[config.mk]
export PLATFORM = sky130hd
export DESIGN_NAME = fmul_top
export DESIGN_NICKNAME = d
export VERILOG_FILES = /design/src/fmul_pkg.sv /design/src/fmul_top.sv /design/src/fmul_result_buffer.sv /design/src/fmul_round_pack.sv /design/src/fmul_normalize.sv /design/src/fmul_unpack.sv
export SDC_FILE = /design/constraint.sdc
export NUM_CORES = 2
export LEC_CHECK = 0
export ABC_AREA = 1
export ABC_CLOCK_PERIOD_IN_PS = 12450
export BUFFER_PORTS_ARGS = -buffer_cell sky130_fd_sc_hd__clkbuf_2
export CORE_AREA = 2 2 263 265
export DETAILED_ROUTE_END_ITERATION = 6
export DIE_AREA = 0 0 265 267
export PLACE_DENSITY = 0.71
export SLEW_MARGIN = 0
export SYNTH_ARGS = -nofsm -noshare
export SYNTH_HDL_FRONTEND = slang
export SYNTH_SLANG_ARGS = --single-unit
[constraint.sdc]
create_clock -name clk -period 12.45 [get_ports clk]
set_input_delay 0.6225 -clock clk [delete_from_list [all_inputs] [get_ports clk]]
set_output_delay 0.6225 -clock clk [all_outputs]
set_load 0.005 [all_outputs]
[src/fmul_pkg.sv]
package fmul_pkg;

   // ieee single word and its fields
   typedef logic [31:0] float_t;
   typedef logic [7:0]  exp_t;
   typedef logic [22:0] frac_t;

   // mantissa with hidden bit, and the raw product
   typedef logic [23:0] mant_t;
   typedef logic [47:0] prod_t;

   // working exponent, signed so underflow shows as negative
   typedef logic signed [9:0] wexp_t;

   // leading-one shift count, 0..48
   typedef logic [5:0] shamt_t;

   // all-ones exponent marks inf and nan
   localparam exp_t EXP_MAX = 8'd255;

   // product exponent is ea + eb - 127, plus one for the 2.46 product format
   localparam int EXP_BIAS_ADJ = 126;

   // downstream credit counter width
   localparam int CREDIT_W = 4;

endpackage
[src/fmul_top.sv]
`timescale 1ns/10ps
`default_nettype none

module fmul_top
   import fmul_pkg::*;
   #( parameter int BUF_DEPTH   = 4,
      parameter int OUT_CREDITS = 2)
   (  input  logic   clk,
      input  logic   arst_n,
      input  logic   in_valid,
      input  float_t in_a,
      input  float_t in_b,
      output logic   in_credit,
      output logic   out_valid,
      output float_t out_y,
      output logic   out_ovf,
      input  logic   out_credit);

   // unpack to normalize
   logic   u_valid;
   logic   u_sign;
   mant_t  u_mant_a;
   mant_t  u_mant_b;
   wexp_t  u_exp_sum;
   float_t u_special;
   logic   u_is_special;
   logic   u_ovf_possible;

   // normalize to round
   logic   n_valid;
   logic   n_sign;
   prod_t  n_frac;
   wexp_t  n_exp;
   float_t n_special;
   logic   n_is_special;
   logic   n_ovf_possible;

   // round to buffer
   logic   r_valid;
   float_t r_y;
   logic   r_ovf;

   fmul_unpack u_unpack
      (  .clk            (clk),
         .arst_n         (arst_n),
         .in_valid       (in_valid),
         .in_a           (in_a),
         .in_b           (in_b),
         .u_valid        (u_valid),
         .u_sign         (u_sign),
         .u_mant_a       (u_mant_a),
         .u_mant_b       (u_mant_b),
         .u_exp_sum      (u_exp_sum),
         .u_special      (u_special),
         .u_is_special   (u_is_special),
         .u_ovf_possible (u_ovf_possible));

   fmul_normalize u_normalize
      (  .clk            (clk),
         .arst_n         (arst_n),
         .u_valid        (u_valid),
         .u_sign         (u_sign),
         .u_mant_a       (u_mant_a),
         .u_mant_b       (u_mant_b),
         .u_exp_sum      (u_exp_sum),
         .u_special      (u_special),
         .u_is_special   (u_is_special),
         .u_ovf_possible (u_ovf_possible),
         .n_valid        (n_valid),
         .n_sign         (n_sign),
         .n_frac         (n_frac),
         .n_exp          (n_exp),
         .n_special      (n_special),
         .n_is_special   (n_is_special),
         .n_ovf_possible (n_ovf_possible));

   fmul_round_pack u_round_pack
      (  .clk            (clk),
         .arst_n         (arst_n),
         .n_valid        (n_valid),
         .n_sign         (n_sign),
         .n_frac         (n_frac),
         .n_exp          (n_exp),
         .n_special      (n_special),
         .n_is_special   (n_is_special),
         .n_ovf_possible (n_ovf_possible),
         .r_valid        (r_valid),
         .r_y            (r_y),
         .r_ovf          (r_ovf));

   fmul_result_buffer
      #( .BUF_DEPTH   (BUF_DEPTH),
         .OUT_CREDITS (OUT_CREDITS))
   u_result_buffer
      (  .clk        (clk),
         .arst_n     (arst_n),
         .r_valid    (r_valid),
         .r_y        (r_y),
         .r_ovf      (r_ovf),
         .out_credit (out_credit),
         .out_valid  (out_valid),
         .out_y      (out_y),
         .out_ovf    (out_ovf),
         .in_credit  (in_credit));

endmodule

`default_nettype wire

[src/fmul_result_buffer.sv]
`timescale 1ns/10ps
`default_nettype none

module fmul_result_buffer
   import fmul_pkg::*;
   #( parameter int BUF_DEPTH   = 4,
      parameter int OUT_CREDITS = 2)
   (  input  logic   clk,
      input  logic   arst_n,
      input  logic   r_valid,
      input  float_t r_y,
      input  logic   r_ovf,
      input  logic   out_credit,
      output logic   out_valid,
      output float_t out_y,
      output logic   out_ovf,
      output logic   in_credit);

   localparam int AW = (BUF_DEPTH > 1) ? $clog2(BUF_DEPTH) : 1;
   localparam int CW = $clog2(BUF_DEPTH + 1);

   // entry is {ovf, y}
   logic [32:0]         mem [BUF_DEPTH];
   logic [AW-1:0]       wr_ptr;
   logic [AW-1:0]       rd_ptr;
   logic [CW-1:0]       count;
   logic [CREDIT_W-1:0] credits;
   logic                wr_en;
   logic                rd_en;

   function automatic logic [AW-1:0] next_ptr(input logic [AW-1:0] p);
      if (p == AW'(BUF_DEPTH - 1)) begin
         return '0;
      end
      return p + 1'b1;
   endfunction

   // upstream credits guarantee room, so every result is written
   assign wr_en = r_valid;

   // pop needs data and a downstream credit
   assign rd_en = (count != '0) && (credits != '0);

   always_ff @(posedge clk or negedge arst_n) begin
      if (!arst_n) begin
         wr_ptr  <= '0;
         rd_ptr  <= '0;
         count   <= '0;
         credits <= CREDIT_W'(OUT_CREDITS);
      end else begin
         if (wr_en) begin
            wr_ptr <= next_ptr(wr_ptr);
         end
         if (rd_en) begin
            rd_ptr <= next_ptr(rd_ptr);
         end
         count   <= count + CW'(wr_en) - CW'(rd_en);
         credits <= credits + CREDIT_W'(out_credit) - CREDIT_W'(rd_en);
      end
   end

   always_ff @(posedge clk) begin
      if (wr_en) begin
         mem[wr_ptr] <= {r_ovf, r_y};
      end
   end

   // head goes out directly, the popped slot is handed back upstream
   assign out_valid = rd_en;
   assign out_y     = mem[rd_ptr][31:0];
   assign out_ovf   = mem[rd_ptr][32];
   assign in_credit = rd_en;

endmodule

`default_nettype wire

[src/fmul_round_pack.sv]
`timescale 1ns/10ps
`default_nettype none

module fmul_round_pack
   import fmul_pkg::*;
   (  input  logic   clk,
      input  logic   arst_n,
      input  logic   n_valid,
      input  logic   n_sign,
      input  prod_t  n_frac,
      input  wexp_t  n_exp,
      input  float_t n_special,
      input  logic   n_is_special,
      input  logic   n_ovf_possible,
      output logic   r_valid,
      output float_t r_y,
      output logic   r_ovf);

   wexp_t       exp_inc;
   wexp_t       sub_shift;
   exp_t        exp_r;
   exp_t        exp_ri;
   exp_t        exp_y;
   frac_t       frac_y;
   logic [70:0] frac_ext;
   logic [70:0] frac_sh;
   logic [24:0] frac_rnd;
   logic        ovf;
   float_t      y_next;

   // clamp working exponent into 0..255
   function automatic exp_t sat_exp(input wexp_t e);
      if (e[9]) begin
         return '0;
      end else if (e[8]) begin
         return EXP_MAX;
      end
      return e[7:0];
   endfunction

   assign exp_inc   = n_exp + wexp_t'(1);
   assign sub_shift = wexp_t'(1) - n_exp;
   assign exp_r     = sat_exp(n_exp);
   assign exp_ri    = sat_exp(exp_inc);

   // bits 70:47 keep the mantissa, bit 46 is the guard
   assign frac_ext = {n_frac, 23'd0};

   // denormalize on underflow
   always_comb begin
      if (n_exp[9]) begin
         frac_sh = frac_ext >> sub_shift[7:0];
      end else if (n_exp == '0) begin
         frac_sh = frac_ext >> 1;
      end else begin
         frac_sh = frac_ext;
      end
   end

   // round up whenever the guard bit is set
   assign frac_rnd = {1'b0, frac_sh[70:47]} + {24'd0, frac_sh[46]};

   always_comb begin
      if (frac_rnd[24]) begin
         // carry out of the mantissa, round again
         exp_y  = exp_ri;
         frac_y = '0;
      end else if (frac_rnd[23] && (exp_r == '0)) begin
         // subnormal rounded up to the smallest normal
         exp_y  = 8'd1;
         frac_y = frac_rnd[22:0];
      end else begin
         exp_y  = (frac_rnd[23:0] == '0) ? '0 : exp_r;
         frac_y = frac_rnd[22:0];
      end
   end

   assign ovf = n_ovf_possible && (exp_y == EXP_MAX);

   always_comb begin
      if (n_is_special) begin
         y_next = n_special;
      end else if (ovf) begin
         y_next = {n_sign, EXP_MAX, 23'd0};
      end else begin
         y_next = {n_sign, exp_y, frac_y};
      end
   end

   always_ff @(posedge clk or negedge arst_n) begin
      if (!arst_n) begin
         r_valid <= 1'b0;
      end else begin
         r_valid <= n_valid;
      end
   end

   always_ff @(posedge clk) begin
      r_y   <= y_next;
      r_ovf <= ovf;
   end

endmodule

`default_nettype wire

[src/fmul_normalize.sv]
`timescale 1ns/10ps
`default_nettype none

module fmul_normalize
   import fmul_pkg::*;
   (  input  logic   clk,
      input  logic   arst_n,
      input  logic   u_valid,
      input  logic   u_sign,
      input  mant_t  u_mant_a,
      input  mant_t  u_mant_b,
      input  wexp_t  u_exp_sum,
      input  float_t u_special,
      input  logic   u_is_special,
      input  logic   u_ovf_possible,
      output logic   n_valid,
      output logic   n_sign,
      output prod_t  n_frac,
      output wexp_t  n_exp,
      output float_t n_special,
      output logic   n_is_special,
      output logic   n_ovf_possible);

   prod_t  prod;
   prod_t  norm;
   shamt_t lead;
   wexp_t  exp_norm;

   // 24x24 unsigned product, format 2.46
   assign prod = prod_t'(u_mant_a) * prod_t'(u_mant_b);

   // leading-one search, highest set bit wins
   // a zero product gives 48
   always_comb begin
      lead = shamt_t'(48);
      for (int i = 0; i < 48; i++) begin
         if (prod[i]) begin
            lead = shamt_t'(47 - i);
         end
      end
   end

   // bring the leading one up to bit 47
   assign norm = prod << lead;

   // shift 0 means the product was already >= 2, hence the +1 in the bias
   assign exp_norm = u_exp_sum - wexp_t'({4'b0000, lead});

   always_ff @(posedge clk or negedge arst_n) begin
      if (!arst_n) begin
         n_valid <= 1'b0;
      end else begin
         n_valid <= u_valid;
      end
   end

   always_ff @(posedge clk) begin
      n_sign         <= u_sign;
      n_frac         <= norm;
      n_exp          <= exp_norm;
      n_special      <= u_special;
      n_is_special   <= u_is_special;
      n_ovf_possible <= u_ovf_possible;
   end

endmodule

`default_nettype wire

[src/fmul_unpack.sv]
`timescale 1ns/10ps
`default_nettype none

module fmul_unpack
   import fmul_pkg::*;
   (  input  logic   clk,
      input  logic   arst_n,
      input  logic   in_valid,
      input  float_t in_a,
      input  float_t in_b,
      output logic   u_valid,
      output logic   u_sign,
      output mant_t  u_mant_a,
      output mant_t  u_mant_b,
      output wexp_t  u_exp_sum,
      output float_t u_special,
      output logic   u_is_special,
      output logic   u_ovf_possible);

   logic   s_a;
   logic   s_b;
   exp_t   e_a;
   exp_t   e_b;
   frac_t  m_a;
   frac_t  m_b;
   exp_t   e_a_adj;
   exp_t   e_b_adj;
   mant_t  mant_a;
   mant_t  mant_b;
   logic   nan_a;
   logic   nan_b;
   logic   inf_a;
   logic   inf_b;
   logic   zero_a;
   logic   zero_b;
   wexp_t  exp_sum;
   float_t special;
   logic   is_special;

   assign s_a = in_a[31];
   assign e_a = in_a[30:23];
   assign m_a = in_a[22:0];
   assign s_b = in_b[31];
   assign e_b = in_b[30:23];
   assign m_b = in_b[22:0];

   // subnormal: no hidden bit, exponent taken as 1
   assign mant_a  = (e_a == '0) ? {1'b0, m_a} : {1'b1, m_a};
   assign mant_b  = (e_b == '0) ? {1'b0, m_b} : {1'b1, m_b};
   assign e_a_adj = (e_a == '0) ? 8'd1 : e_a;
   assign e_b_adj = (e_b == '0) ? 8'd1 : e_b;

   assign exp_sum = wexp_t'({2'b00, e_a_adj}) + wexp_t'({2'b00, e_b_adj})
                    - wexp_t'(EXP_BIAS_ADJ);

   assign nan_a  = (e_a == EXP_MAX) && (m_a != '0);
   assign nan_b  = (e_b == EXP_MAX) && (m_b != '0);
   assign inf_a  = (e_a == EXP_MAX) && (m_a == '0);
   assign inf_b  = (e_b == EXP_MAX) && (m_b == '0);
   assign zero_a = (e_a == '0) && (m_a == '0);
   assign zero_b = (e_b == '0) && (m_b == '0);

   // b's nan wins over a's, quiet bit always forced
   always_comb begin
      is_special = 1'b1;
      special    = {s_a ^ s_b, EXP_MAX, 23'd0};
      if (nan_b) begin
         special = {s_b, EXP_MAX, 1'b1, m_b[21:0]};
      end else if (nan_a) begin
         special = {s_a, EXP_MAX, 1'b1, m_a[21:0]};
      end else if (inf_a && zero_b) begin
         special = {1'b1, EXP_MAX, 1'b1, m_a[21:0]};
      end else if (inf_b && zero_a) begin
         special = {1'b1, EXP_MAX, 1'b1, m_b[21:0]};
      end else if (!(inf_a || inf_b)) begin
         is_special = 1'b0;
      end
   end

   always_ff @(posedge clk or negedge arst_n) begin
      if (!arst_n) begin
         u_valid <= 1'b0;
      end else begin
         u_valid <= in_valid;
      end
   end

   always_ff @(posedge clk) begin
      u_sign         <= s_a ^ s_b;
      u_mant_a       <= mant_a;
      u_mant_b       <= mant_b;
      u_exp_sum      <= exp_sum;
      u_special      <= special;
      u_is_special   <= is_special;
      u_ovf_possible <= (e_a != EXP_MAX) && (e_b != EXP_MAX);
   end

endmodule

`default_nettype wire

==> metrics <==
die area 70,800 um^2; initial antenna violation count 0; Worst-Skew Late Latency 0.60 ns; Crit. End Element flop; Synth Warn # 0; I/O pins 103; Synth Net Count 5,566; Die X 265 um; Max Slew Vio Count 0; Post-synth EDFFs 132; # port buffers 102; P&R area growth vs syn 5.69%; Cell Area, Synth 37,000 um^2; GRT Total Usage 0.295; hold path start in_valid; setup tns final 0 ns; skew final 0.0201 ns; cts repair resizes 0; worst slew pin tran 1.29 ns; Worst R2R Start u_unpack.u_mant_a[11]; met1 Use GR 0.398; Unique masters post-synth 63; Final HPWL DP 78,900 um; final wirelength 102,000 um; Clock Root Buffer clkbuf_16; multi-input logic area 23,200 um^2; max incr delay on CP 1.12 ns; largest net degree at the start of global routing 70; setup violators final 0; Sequential Area 7920 um^2; Critical Path AT 11.19 ns; clock sinks 326; most used flip-flop cell after synthesis dfxtp_1; final worst path period share 0.857; Global Route met2 Usage 0.480; sequential element share of the synthesized area 0.214; max_cap viols 0; grt ovf 0; filler instances 6,280; crit path max fanout 53; Hold WC Path Type in2reg; Clock Tree Buf Depth 3; R2R depth 43; ANT cells 0; Iteration-0 DRC Markers 2,509; core area 68,000 um^2; die span in y 267 um; vias 30,200; Crit Path Category reg2reg; Routed Antenna Nets 0; reg2reg end u_normalize.n_exp[9]; Starting Density 0.544; wire per inst 17.9 um; # Post-CTS Setup Buffers 0; CTS tree done; flop and latch count out of synthesis 326; final hold slack 0.152 ns; Final Wtd Congestion 0.985; Avg Vias per Cell 5.31; CP delay by family, top adder cells; 1st-pass router iterations 6; hold path depth 1; Layout Nets 5,543; vias in the first global route 30,200; WHS Endpoint u_unpack.u_valid; outcome complete, no violations; most used routing layer met2; Top cell by count, worst path nand2_1; row cnt 96; Post-synth ARST share 0.0429; global-route wire length before repair 163,000 um; Final Hold Fails 0; unrepaired setup endpoints after global routing no; WP data required 12.97 ns; clock slew at reported path FFs 0.07 ns; Reg2Reg Setup Slack 1.78 ns; DRC 0; met3 usage in global routing 0.0613; Max-slew headroom 0.133; Worst setup SP type flop; Worst path slowest cell dfxtp_1; H-tree depth 1; Avg Cell Area, Syn 7.69 um^2; TritonCTS Buffers 31; post-layout min period 10.67 ns; Buf+Inv Stages, Crit Path 8; proportion of layout cells with a drive suffix above 1 0.0653; maximum clock rate 93.7 MHz; cells after synthesis 4,805
-- cells by family (layout without fill, tap and decap cells) --
logic type,after synthesis,in the layout,share of synthesized area
adder cells (fa/ha/maj),693,693,0.333
multiplexers,9,9,0.00244
XOR/XNOR,95,95,0.0229
AO/OA/AOI/OAI,394,394,0.0630
AND/OR/NAND/NOR,1790,1790,0.207
flip-flops,326,326,0.214
buffers and inverters,1498,1499,0.157
-- state kept, by name, indices dropped and copies added (netlist names), 2 cells and up --
name / cells
u_unpack.u_special: 24
u_unpack.u_mant_a: 24
u_unpack.u_mant_b: 24
u_result_buffer.mem: 132
u_round_pack.r_y: 32
u_normalize.n_exp: 10
u_result_buffer.rd_ptr: 2
u_result_buffer.credits: 4
u_normalize.n_frac: 25
u_normalize.n_special: 24
u_result_buffer.count: 3
u_result_buffer.wr_ptr: 2
u_unpack.u_exp_sum: 10
-- placed cells by master, fill, tap and decap left out, types with 48 or more instances in the layout --
cell type,n
clkbuf_2,102
nand2_1,1071
dfxtp_1,180
nor2_1,178
fa_1,486
nand3_1,404
edfxtp_1,132
o21ai_0,141
inv_1,1261
buf_4,59
xor2_1,62
o22ai_1,48
a21oi_1,73
ha_1,207
-- layer usage --
metal	vias to the layer above	wire (um)
li1	14400	-
met3	228	9590
met1	14400	42400
met2	1255	46300
met4	0	3480
met5	-	0
-- cell usage after synthesis, types with 62 or more instances --
cell      count  area [um^2]
inv_1      1262         4740
nand2_1    1071         4020
fa_1        486         9730
nand3_1     404         2020
ha_1        207         2590
dfxtp_1     180         3600
nor2_1      178          668
clkbuf_1    149          559
o21ai_0     142          711
edfxtp_1    132         3960
a21oi_1      74          370
xor2_1       62          543
-- how the worst max path moves through the flow --
stage	from	to	slack (ns)	cells after the start
floorplan	u_unpack.u_mant_b[0]	u_normalize.n_exp[8]	3.83	48
global placement	u_unpack.u_mant_a[11]	u_normalize.n_exp[9]	2.17	43
detailed placement	u_unpack.u_mant_a[11]	u_normalize.n_exp[9]	1.95	46
CTS	u_unpack.u_mant_a[11]	u_normalize.n_exp[9]	1.94	43
global route	u_unpack.u_mant_a[11]	u_normalize.n_exp[9]	1.01	43
finish	u_unpack.u_mant_a[11]	u_normalize.n_exp[9]	1.78	43
-- area by class of cell --
class                           count  area share
Sequential cell                   326       0.203
Timing Repair Buffer              162      0.0247
Multi-Input combinational cell   2981       0.595
Clock buffer                       42      0.0231
Inverter                         1280       0.123
Clock inverter                     15     0.00327
Tap cell                          882      0.0282
-- metrics by stage --
stage,util,setup WS (ns),instances,cell area (um^2)
3_3_place_gp,0.559,2.17,5630,38000
2_1_floorplan,-,3.83,4805,37000
5_1_grt,0.575,1.01,5688,39100
3_5_place_dp,0.559,1.95,5630,38000
6_report,0.575,1.78,5688,39100
4_1_cts,0.575,1.94,5688,39100
-- timing repair --
| item | in CTS | in global routing |
|---|---|---|
| endpoints found under the hold margin | 13 | 0 |
| endpoints found under the setup margin | 0 | 0 |
| hold buffers | 1 | 0 |
Power is left out: the tool's default activity adds up to more than one toggle a clock period on the data nets, which glitch-free logic cannot reach.
